==> config.mk <==
export PLATFORM = sky130hd
export DESIGN_NAME = store_queue
export DESIGN_NICKNAME = d
export VERILOG_FILES = /design/src/logic/lsq_pkg.sv /design/src/logic/store_queue.sv /design/src/logic/sq_retire.sv /design/src/logic/sq_entry.sv /design/src/logic/sq_dispatch.sv
export SDC_FILE = /design/constraint.sdc
export NUM_CORES = 2
export LEC_CHECK = 0
export BUFFER_PORTS_ARGS = -buffer_cell sky130_fd_sc_hd__buf_2
export CAP_MARGIN = 15
export CORE_MARGIN = 4
export CORE_UTILIZATION = 55
export CTS_BUF_LIST = sky130_fd_sc_hd__clkbuf_4
export CTS_CLUSTER_DIAMETER = 30
export CTS_CLUSTER_SIZE = 12
export DETAILED_ROUTE_END_ITERATION = 16
export HOLD_SLACK_MARGIN = 0.02
export PLACE_DENSITY = 0.85
export SLEW_MARGIN = 10
export SYNTH_ARGS = -nofsm -noshare
export SYNTH_HDL_FRONTEND = slang
export SYNTH_HIERARCHICAL = 1
export SYNTH_SLANG_ARGS = --single-unit
==> constraint.sdc <==
create_clock -name clock -period 11.24 [get_ports clock]
set_input_delay 1.124 -clock clock [delete_from_list [all_inputs] [get_ports clock]]
set_output_delay 1.124 -clock clock [all_outputs]
set_load 0.02 [all_outputs]
==> src/logic/lsq_pkg.sv <==
/*
 * Store queue shared definitions
 * Sizes, memory opcode enum, and the dispatch, CDB, result,
 * queue slot and Wishbone request structs
 */
package lsq_pkg;

	//////////////////////////////////////////////////
	// Sizes
	//////////////////////////////////////////////////
	localparam int SQ_DEPTH  = 8;
	localparam int SQ_IDX_W  = $clog2(SQ_DEPTH);
	localparam int DATA_W    = 64;               // Data and address
	localparam int TAG_W     = 6;                // 64 physical registers
	localparam int ROB_IDX_W = 5;                // 32 ROB entries

	// Alpha opcode numbers, anything else is a no-op
	typedef enum logic [5:0] {
		OP_NONE = 6'd0,
		OP_LDA  = 6'd8,
		OP_STQ  = 6'd45
	} mem_op_e;

	//////////////////////////////////////////////////
	// Buses
	//////////////////////////////////////////////////
	typedef struct packed {
		logic                 valid;
		mem_op_e              op;
		logic [DATA_W-1:0]    opa;        // Base, always valid
		logic [DATA_W-1:0]    opb;        // Offset, or tag in low bits
		logic                 opb_valid;
		logic [DATA_W-1:0]    rega;       // Store data, or tag in low bits
		logic                 rega_valid;
		logic [ROB_IDX_W-1:0] rob_idx;
		logic [TAG_W-1:0]     dest_tag;
	} dispatch_t;

	typedef struct packed {
		logic              valid;
		logic [TAG_W-1:0]  tag;
		logic [DATA_W-1:0] value;
	} cdb_t;

	// LDA result broadcast
	typedef struct packed {
		logic                 valid;
		logic [TAG_W-1:0]     tag;
		logic [DATA_W-1:0]    value;
		logic [ROB_IDX_W-1:0] rob_idx;
	} result_t;

	typedef struct packed {
		logic                 valid;
		logic [DATA_W-1:0]    opa;
		logic [DATA_W-1:0]    opb;
		logic                 opb_ready;
		logic [DATA_W-1:0]    data;
		logic                 data_ready;
		logic [ROB_IDX_W-1:0] rob_idx;
	} sq_slot_t;

	// Wishbone classic master outputs, write only
	typedef struct packed {
		logic              cyc;
		logic              stb;
		logic              we;
		logic [DATA_W-1:0] adr;
		logic [DATA_W-1:0] dat;
	} wb_req_t;

endpackage
==> src/logic/store_queue.sv <==
/*
 * Store queue top level
 * Dispatcher, array of queue entries and retire unit
 */
`timescale 1ns/1ps

module store_queue (
	input  logic                          clock,
	input  logic                          reset,
	input  lsq_pkg::dispatch_t            dispatch,
	input  lsq_pkg::cdb_t                 cdb,
	input  logic [lsq_pkg::ROB_IDX_W-1:0] rob_head,
	input  logic                          flush,
	input  logic                          wb_ack,
	output lsq_pkg::result_t              result,
	output lsq_pkg::wb_req_t              wb,
	output logic                          store_done,
	output logic [lsq_pkg::ROB_IDX_W-1:0] store_done_rob,
	output logic                          full
);
	import lsq_pkg::*;

	logic [SQ_DEPTH-1:0] write_en;    // From dispatch, one-hot
	logic [SQ_DEPTH-1:0] free_en;     // From retire, one-hot
	logic [SQ_DEPTH-1:0] slot_valid;
	logic [SQ_IDX_W-1:0] head;
	sq_slot_t            slots [SQ_DEPTH];

	sq_dispatch u_dispatch (
		.clock      (clock),
		.reset      (reset),
		.dispatch   (dispatch),
		.flush      (flush),
		.slot_valid (slot_valid),
		.head       (head),
		.write_en   (write_en),
		.result     (result),
		.full       (full)
	);

	//////////////////////////////////////////////////
	// Queue entries
	//////////////////////////////////////////////////
	for (genvar i = 0; i < SQ_DEPTH; i++) begin : g_entry
		sq_entry u_entry (
			.clock    (clock),
			.reset    (reset),
			.flush    (flush),
			.write_en (write_en[i]),
			.free_en  (free_en[i]),
			.dispatch (dispatch),
			.cdb      (cdb),
			.slot     (slots[i])
		);
		assign slot_valid[i] = slots[i].valid;
	end

	sq_retire u_retire (
		.clock          (clock),
		.reset          (reset),
		.slots          (slots),
		.rob_head       (rob_head),
		.wb_ack         (wb_ack),
		.head           (head),
		.free_en        (free_en),
		.wb             (wb),
		.store_done     (store_done),
		.store_done_rob (store_done_rob)
	);

endmodule

==> src/logic/sq_retire.sv <==
/*
 * Store queue retire side
 * Head pointer, commit check against the ROB head,
 * Wishbone classic write cycle and store completion report
 */
`timescale 1ns/1ps

module sq_retire (
	input  logic                          clock,
	input  logic                          reset,
	input  lsq_pkg::sq_slot_t             slots [lsq_pkg::SQ_DEPTH],
	input  logic [lsq_pkg::ROB_IDX_W-1:0] rob_head,
	input  logic                          wb_ack,
	output logic [lsq_pkg::SQ_IDX_W-1:0]  head,
	output logic [lsq_pkg::SQ_DEPTH-1:0]  free_en,
	output lsq_pkg::wb_req_t              wb,
	output logic                          store_done,
	output logic [lsq_pkg::ROB_IDX_W-1:0] store_done_rob
);
	import lsq_pkg::*;

	typedef enum logic {
		WB_IDLE,
		WB_WRITING
	} bus_state_e;

	bus_state_e           state;
	sq_slot_t             head_slot;
	logic                 start;
	logic                 ack_seen;
	logic [DATA_W-1:0]    write_adr;
	logic [DATA_W-1:0]    write_dat;
	logic [ROB_IDX_W-1:0] write_rob;

	//////////////////////////////////////////////////
	// Commit check on the head entry
	//////////////////////////////////////////////////
	assign head_slot = slots[head];
	assign start     = (state == WB_IDLE) && head_slot.valid
	                   && head_slot.opb_ready && head_slot.data_ready
	                   && (head_slot.rob_idx == rob_head);
	assign ack_seen  = (state == WB_WRITING) && wb_ack;

	assign free_en = start ? (SQ_DEPTH'(1) << head) : '0;   // Entry leaves as the bus starts

	always_ff @(posedge clock) begin
		if (reset) begin
			state      <= WB_IDLE;
			head       <= '0;
			store_done <= 1'b0;
		end else begin
			store_done <= ack_seen;
			if (start) begin
				state <= WB_WRITING;
				head  <= head + 1'b1;
			end else if (ack_seen) begin
				state <= WB_IDLE;
			end
		end
	end

	// Write latched at start, held until the ack
	always_ff @(posedge clock) begin
		if (start) begin
			write_adr <= head_slot.opa + head_slot.opb;
			write_dat <= head_slot.data;
			write_rob <= head_slot.rob_idx;
		end
	end

	//////////////////////////////////////////////////
	// Wishbone classic master
	//////////////////////////////////////////////////
	always_comb begin
		wb.cyc = (state == WB_WRITING);
		wb.stb = (state == WB_WRITING);
		wb.we  = (state == WB_WRITING);
		wb.adr = write_adr;
		wb.dat = write_dat;
	end

	assign store_done_rob = write_rob;        // Stable until the next start

	// Address and data must hold while the slave stalls
	a_wb_stable: assert property (
		@(posedge clock) disable iff (reset)
		wb.stb && !wb_ack |=> $stable(wb.adr) && $stable(wb.dat)
	) else $error("Wishbone address or data changed during a stalled write");

endmodule

==> src/logic/sq_entry.sv <==
/*
 * One store queue slot
 * Holds a store and picks up a missing offset or data value
 * from the CDB, also in the cycle it is written
 */
`timescale 1ns/1ps

module sq_entry (
	input  logic               clock,
	input  logic               reset,
	input  logic               flush,
	input  logic               write_en,
	input  logic               free_en,
	input  lsq_pkg::dispatch_t dispatch,
	input  lsq_pkg::cdb_t      cdb,
	output lsq_pkg::sq_slot_t  slot
);
	import lsq_pkg::*;

	sq_slot_t nxt;

	// Tag match on a broadcast for an operand still outstanding
	function automatic logic cdb_hit(
		input cdb_t              bus,
		input logic [DATA_W-1:0] operand,
		input logic              ready
	);
		return bus.valid && !ready && (bus.tag == operand[TAG_W-1:0]);
	endfunction

	always_comb begin
		nxt = slot;
		if (write_en) begin
			nxt.valid      = 1'b1;
			nxt.opa        = dispatch.opa;
			nxt.opb        = dispatch.opb;
			nxt.opb_ready  = dispatch.opb_valid;
			nxt.data       = dispatch.rega;
			nxt.data_ready = dispatch.rega_valid;
			nxt.rob_idx    = dispatch.rob_idx;
		end else if (free_en) begin
			nxt.valid = 1'b0;                       // Store handed to the bus
		end
		if (flush) begin
			nxt.valid = 1'b0;
		end

		// Operand capture, works on the incoming store as well
		if (cdb_hit(cdb, nxt.opb, nxt.opb_ready)) begin
			nxt.opb       = cdb.value;
			nxt.opb_ready = 1'b1;
		end
		if (cdb_hit(cdb, nxt.data, nxt.data_ready)) begin
			nxt.data       = cdb.value;
			nxt.data_ready = 1'b1;
		end
	end

	always_ff @(posedge clock) begin
		slot <= nxt;
		if (reset) begin
			slot.valid <= 1'b0;
		end
	end

	// Dispatch only writes into a free slot
	a_write_free_slot: assert property (
		@(posedge clock) disable iff (reset) write_en |-> !slot.valid
	) else $error("write strobe on an occupied store queue entry");

endmodule

==> src/logic/sq_dispatch.sv <==
/*
 * Store queue dispatch side
 * Opcode decode, tail pointer and entry write strobes,
 * LDA address result register and full flag
 */
`timescale 1ns/1ps

module sq_dispatch (
	input  logic                         clock,
	input  logic                         reset,
	input  lsq_pkg::dispatch_t           dispatch,
	input  logic                         flush,
	input  logic [lsq_pkg::SQ_DEPTH-1:0] slot_valid,
	input  logic [lsq_pkg::SQ_IDX_W-1:0] head,
	output logic [lsq_pkg::SQ_DEPTH-1:0] write_en,
	output lsq_pkg::result_t             result,
	output logic                         full
);
	import lsq_pkg::*;

	logic                is_lda;
	logic                is_stq;
	logic                accept;
	logic [SQ_IDX_W-1:0] tail;

	//////////////////////////////////////////////////
	// Decode
	//////////////////////////////////////////////////
	assign is_lda = dispatch.valid && (dispatch.op == OP_LDA);
	assign is_stq = dispatch.valid && (dispatch.op == OP_STQ);

	assign full   = slot_valid[tail];             // Tail slot still occupied
	assign accept = is_stq && !full && !flush;    // Flush drops a store in the same cycle

	// One-hot strobe of the tail slot
	assign write_en = accept ? (SQ_DEPTH'(1) << tail) : '0;

	always_ff @(posedge clock) begin
		if (reset) begin
			tail <= '0;
		end else if (flush) begin
			tail <= head;                           // Queue empties back to the head
		end else if (accept) begin
			tail <= tail + 1'b1;
		end
	end

	//////////////////////////////////////////////////
	// LDA result, one cycle after dispatch
	//////////////////////////////////////////////////
	always_ff @(posedge clock) begin
		if (reset) begin
			result.valid <= 1'b0;
		end else begin
			result.valid <= is_lda;
		end
		if (is_lda) begin
			result.value   <= dispatch.opa + dispatch.opb;
			result.tag     <= dispatch.dest_tag;
			result.rob_idx <= dispatch.rob_idx;
		end
	end

	// Producer holds stores while the tail entry is still in use
	a_no_store_when_full: assert property (
		@(posedge clock) disable iff (reset) !(is_stq && full)
	) else $error("store dispatched while store queue full");

endmodule

Word-level counts from Yosys, hierarchy flattened --
Cells that the tools add are included.
Word-level totals: bits in registers 1817, bits in latches 0, memory bits (writable) 0, bits in read-only memories 0, bits of input ports 292, output and inout bits 214, word-level logic and storage cells 249, memories kept 0
Cells by class: add/sub/neg operators 4, multiply operators 0, divide/modulo/power cells 0, order comparisons 2, equality and inequality tests 19, shift operators 2, mux-type cells 51, bitwise operators 2, reductions and logical operators 86
Operators by type and width (number):
- $mux 135 | 8
- $mux 65 | 16
- $bmux 200 s3 | 1
- $mux 200 | 2
- $add 64x64->64 | 2
- $eq 6x6->1 | 16
- $reduce_bool 2->1 | 26
- $logic_and 1x1->1 | 41
- $mux 1 | 19
- $logic_not 1->1 | 18
- $mux 8 | 2
- $shl 1x3->8 const A | 2
- $add 3x1->3 const B | 2
- $eq 6x4->1 const B | 1
- $eq 6x6->1 const B | 1
- $mux 3 | 2
- $eq 5x5->1 | 1
- $ge 4x4->1 const B | 1
- $lt 3x4->1 const B | 1
- $not 3->4 | 1
- $bmux 1 s3 | 1
- $reduce_or 2->1 | 1
- $not 1->1 | 1

Depth between registers and ports, before layout --
depth in word-level cells 11, mapped depth 19, gate-level depth less buffers 13

Cells and area by module --
Netlist, hierarchy kept.
Modules (own cells, without submodules):
- sq_entry | times used 8, cells an instance 576, area each 8303.0 um^2, seq. area each 5855.6 um^2
- sq_retire | times used 1, cells an instance 1902, area each 20150.6 um^2, seq. area each 4093.9 um^2
- sq_dispatch | times used 1, cells an instance 648, area each 6222.2 um^2, seq. area each 2332.2 um^2

Worst setup path after synthesis --
Ideal clock, no wire load.
path kind input -> register, start point input port dispatch[207] (netlist bit), end point register, netlist name u_dispatch/result[0], setup time 0.703 ns, arrival time 8.500 ns, data required time 10.537 ns, path slack 2.036 ns, stages on the path 1, buffers on the path 0, cell sequence nor4_1
Between the ends: cells in the longest elaborated chain, start to end 2
RTL lines:
- start: declaration | RTL line store_queue.sv:10 | input lsq_pkg::dispatch_t dispatch,
- $eq 6x4->1 | RTL line sq_dispatch.sv:29 | assign is_lda = dispatch.valid && (dispatch.op == OP_LDA);
- $logic_and 1x1->1 | RTL line sq_dispatch.sv:29
No other way between the ends. A chain may end at the register's enable or synchronous reset.

Final worst setup path --
start point register u_dispatch.tail[0], end point register g_entry[0].u_entry/slot[43] (netlist bit), enable pin
Between the ends: cells in the longest elaborated chain, start to end 11
RTL lines:
- start: declaration | RTL line sq_dispatch.sv:24 | logic [SQ_IDX_W-1:0] tail;
- start signal: assignment | RTL line sq_dispatch.sv:44 | tail <= tail + 1'b1;
- $bmux 1 s3 | RTL line sq_dispatch.sv:32 | assign full = slot_valid[tail];
- $mux 1 (not written as such) | RTL line sq_dispatch.sv:32
- $logic_not 1->1 | RTL line sq_dispatch.sv:33 | assign accept = is_stq && !full && !flush;
- $logic_and 1x1->1 (2 in a row) | RTL line sq_dispatch.sv:33
- $mux 8 (*) | RTL line sq_dispatch.sv:36 | assign write_en = accept ? (SQ_DEPTH'(1) << tail) : '0;
- via write_en[0] | RTL line store_queue.sv:23 | logic [SQ_DEPTH-1:0] write_en;
- parallel branches: the longest is 4 deep, another holds $mux 135
- $reduce_bool 2->1 (no line) (*)
- end signal: assignment | RTL line sq_entry.sv:60 | slot <= nxt;
- end: declaration | RTL line sq_entry.sv:16 | output lsq_pkg::sq_slot_t slot
Mark *: on every way through the listed nets, which the timed path passes. The select of a mux whose other input is x is not followed.

==> metrics.md <==
| Metric | Value |
|---|---|
| Bufs on Longest Clock Path | 4 |
| Crit-path max FO | 47 |
| Status | completed |
| Syn. warnings | 6 |
| Worst endpoint required time | 12.15 ns |
| DRT antenna net count | 0 |
| # IOs | 506 |
| Post-CTS Resized | 0 |
| Initial Utilization | 0.554 |
| GR Util All Layers | 0.355 |
| Core area | 167000 um2 |
| Hold crit path type | in -> reg |
| First-pass GRT wire length | 451000 um |
| Vias in the first global route | 67014 |
| Mean post-synth cell area | 13.0 um2 |
| Clk sinks | 1817 |
| Total gr overflow | 0 |
| Setup crit start kind | flip-flop |
| Top routing layer used | met5 |
| Final GP Congestion | 1.01 |
| Synth top cells by count | edfxtp_1, nand2_1, mux2i_1 |
| Synth top area share | 0.546 |
| Tmin final | 6.93 ns |
| Routed wire length | 316000 um |
| Initial antenna violation count | 80 |
| Port buffer count | 505 |
| Worst slew margin | 0.123 |
| CTS Buf Count | 395 |
| Hold Violations, Final | 0 |
| WHS | 0.122 ns |
| Crit-path cells | mux4_2, nand2_1, nand2_1, or3_1, nor2_1, and3_4, buf_4, mux2i_1, xnor2_1, nor4_1, nand4_1, buf_4, nand2b_4, buf_4 |
| P_leak | 43.1 nW |
| Crit-path max cell delay | 0.81 ns |
| Most used cell, CP | buf_4 |
| WL met3 | 42000 um |
| Pin count of the biggest net entering global routing | 162 |
| Mapped Cells | 7158 |
| Mapped Area | 92800 um2 |
| H-tree Lvls | 5 |
| Slew Limit Fails | 0 |
| Pre-antenna DRT Iters | 9 |
| Yosys reg bits | 1817 |
| Largest cells by area after synthesis | edfxtp_1, mux2i_1, mux4_2, nand2_1, dfxtp_1 |
| CP arrival | 7.85 ns |
| DP Wirelength | 202000 um |
| Critical path capture point type | flip-flop |
| Maxcap violations | 0 |
| Die ar. | 175000 um2 |
| Crit share post-route | 0.617 |
| Clock slew at reported path FFs | 0.09 ns |
| CTS tree | done |
| Synth async-reset ratio | 0 |
| Most frequent cell after synthesis | edfxtp_1 |
| Initial DRC count | 9944 |
| Actual slew at the worst max-slew pin | 1.32 ns |
| Share of layout cells above drive strength 1 | 0.214 |
| RSZ-0062 raised after global routing | no |
| Vias/cell | 6.49 |
| Crit path kind | reg -> reg |
| Flop2flop setup slack | 4.31 ns |
| Die height | 419 um |
| Final setup fails | 0 |
| Setup Skew | 0.182 ns |
| CP bufs+invs | 3 |
| Sequential area share after synthesis | 0.574 |
| Num rows | 150 |
| EDFF count, synth | 1688 |
| Nets | 8238 |
| Area grow syn2layout | 12.2% |
| Synth cell types | 84 |
| Die W | 419 um |
| CP top delay family | simple AND/OR/NAND/NOR gates |
| Met2 WL post-DR | 141000 um |
| Worst skew pair latency | 1.44 ns |
| Crit path max-delay cell type | and3_4 |
| Synth Net Count | 7590 |
| Power density cells | 152 nW/um2 |
| Vias | 67316 |
| Max IR drop VDD | 0.110 mV |
| M1 WL | 106000 um |
| DR DRC count | 0 |
| Filler cells | 12283 |
| Root Buffer | clkbuf_4 |
| Wirelength per Cell | 30.5 um |
| Cell taking the most area after synthesis | edfxtp_1 |
| Setup TNS Final | 0 ns |
| Max Freq | 0.144 GHz |
| Synth Flop Type | edfxtp_1 |
==> final cells by class <==
| type | count | area, um2 | share of cell area |
|---|---|---|---|
| Tap cell | 2204 | 2760 | 0.0265 |
| Timing Repair Buffer | 679 | 4030 | 0.0387 |
| Clock buffer | 441 | 3310 | 0.0318 |
| Sequential cell | 1817 | 53300 | 0.512 |
| Multi-Input combinational cell | 4355 | 35400 | 0.340 |
| Clock inverter | 267 | 3120 | 0.0300 |
| Antenna cell | 57 | 143 | 0.00137 |
| Inverter | 558 | 2110 | 0.0202 |
==> registers in the layout, summed over array words and instances, names as in the netlist <==
register                 cells
g_entry.u_entry/slot      1600
u_dispatch/result           76
u_dispatch/tail              3
u_retire/head                3
u_retire/state               1
u_retire/store_done          1
u_retire/store_done_rob      5
u_retire/write_adr          64
u_retire/write_dat          64
==> cells in the final DEF, fill, tap and decap left out, types with 102 or more instances in the layout <==
cell type     n
dfxtp_1     126
a21oi_1     171
nand2_1    1662
edfxtp_1   1688
buf_4       106
mux2i_1    1140
inv_1       556
mux4_2      397
ha_1        138
clkbuf_4    441
buf_2       505
xnor2_1     121
xor2_1      102
==> logic make-up (layout without fill, tap and decap cells) <==
| kind of cell | Yosys count | after routing | share of synthesized area |
|---|---|---|---|
| DFF | 1817 | 1817 | 0.574 |
| other | 0 | 57 | 0 |
| xor gates and xnor gates | 225 | 225 | 0.0212 |
| and+or+nand+nor | 1988 | 1988 | 0.0869 |
| buffers and inverters | 986 | 1945 | 0.0469 |
| AOI/OAI and AO/OA | 460 | 460 | 0.0319 |
| muxes | 1542 | 1542 | 0.220 |
| adders and majority gates | 140 | 140 | 0.0190 |
==> metal layers <==
metal	up-vias	GRT usage
li1	27544	-
met1	32569	0.441
met2	5880	0.527
met3	1293	0.103
met4	30	0.268
met5	-	0
==> timing repair <==
item | 4_1_cts | 5_1_grt
endpoints found under the hold margin | 420 | 0
hold buffers | 65 | 0
setup buffers | 0 | 0
==> through the flow <==
step                      cells  cell area, um2  power (W)  setup slack [ns]  utilization
final                     10378          104000     0.0158              4.31        0.622
after detailed placement   9547           96900    0.00945              4.27        0.579
after floorplan            7158           92800    0.00880              2.04            -
after global routing      10363          104000     0.0163              4.02        0.622
after global placement     9547           96900    0.00941              4.42        0.579
after CTS                 10320          104000     0.0158              4.42        0.621
==> path summary, 6_finish.rpt <==
check | from | end | cells past startpoint
setup / recovery | u_dispatch/tail[0] | g_entry[0].u_entry/slot[43] | 14
hold / removal | dispatch[143] | g_entry[3].u_entry/slot[137] | 1
setup reg to reg | u_dispatch/tail[0] | g_entry[0].u_entry/slot[43] | 14
hold reg to reg | g_entry[6].u_entry/slot[70] | g_entry[6].u_entry/slot[70] | 2
==> power by group <==
group          internal (W)  switching (W)
registers           0.00765       0.000148
clock network       0.00342        0.00303
logic              0.000558        0.00105
total                0.0116        0.00422
(Power assumes the default switching activity.)
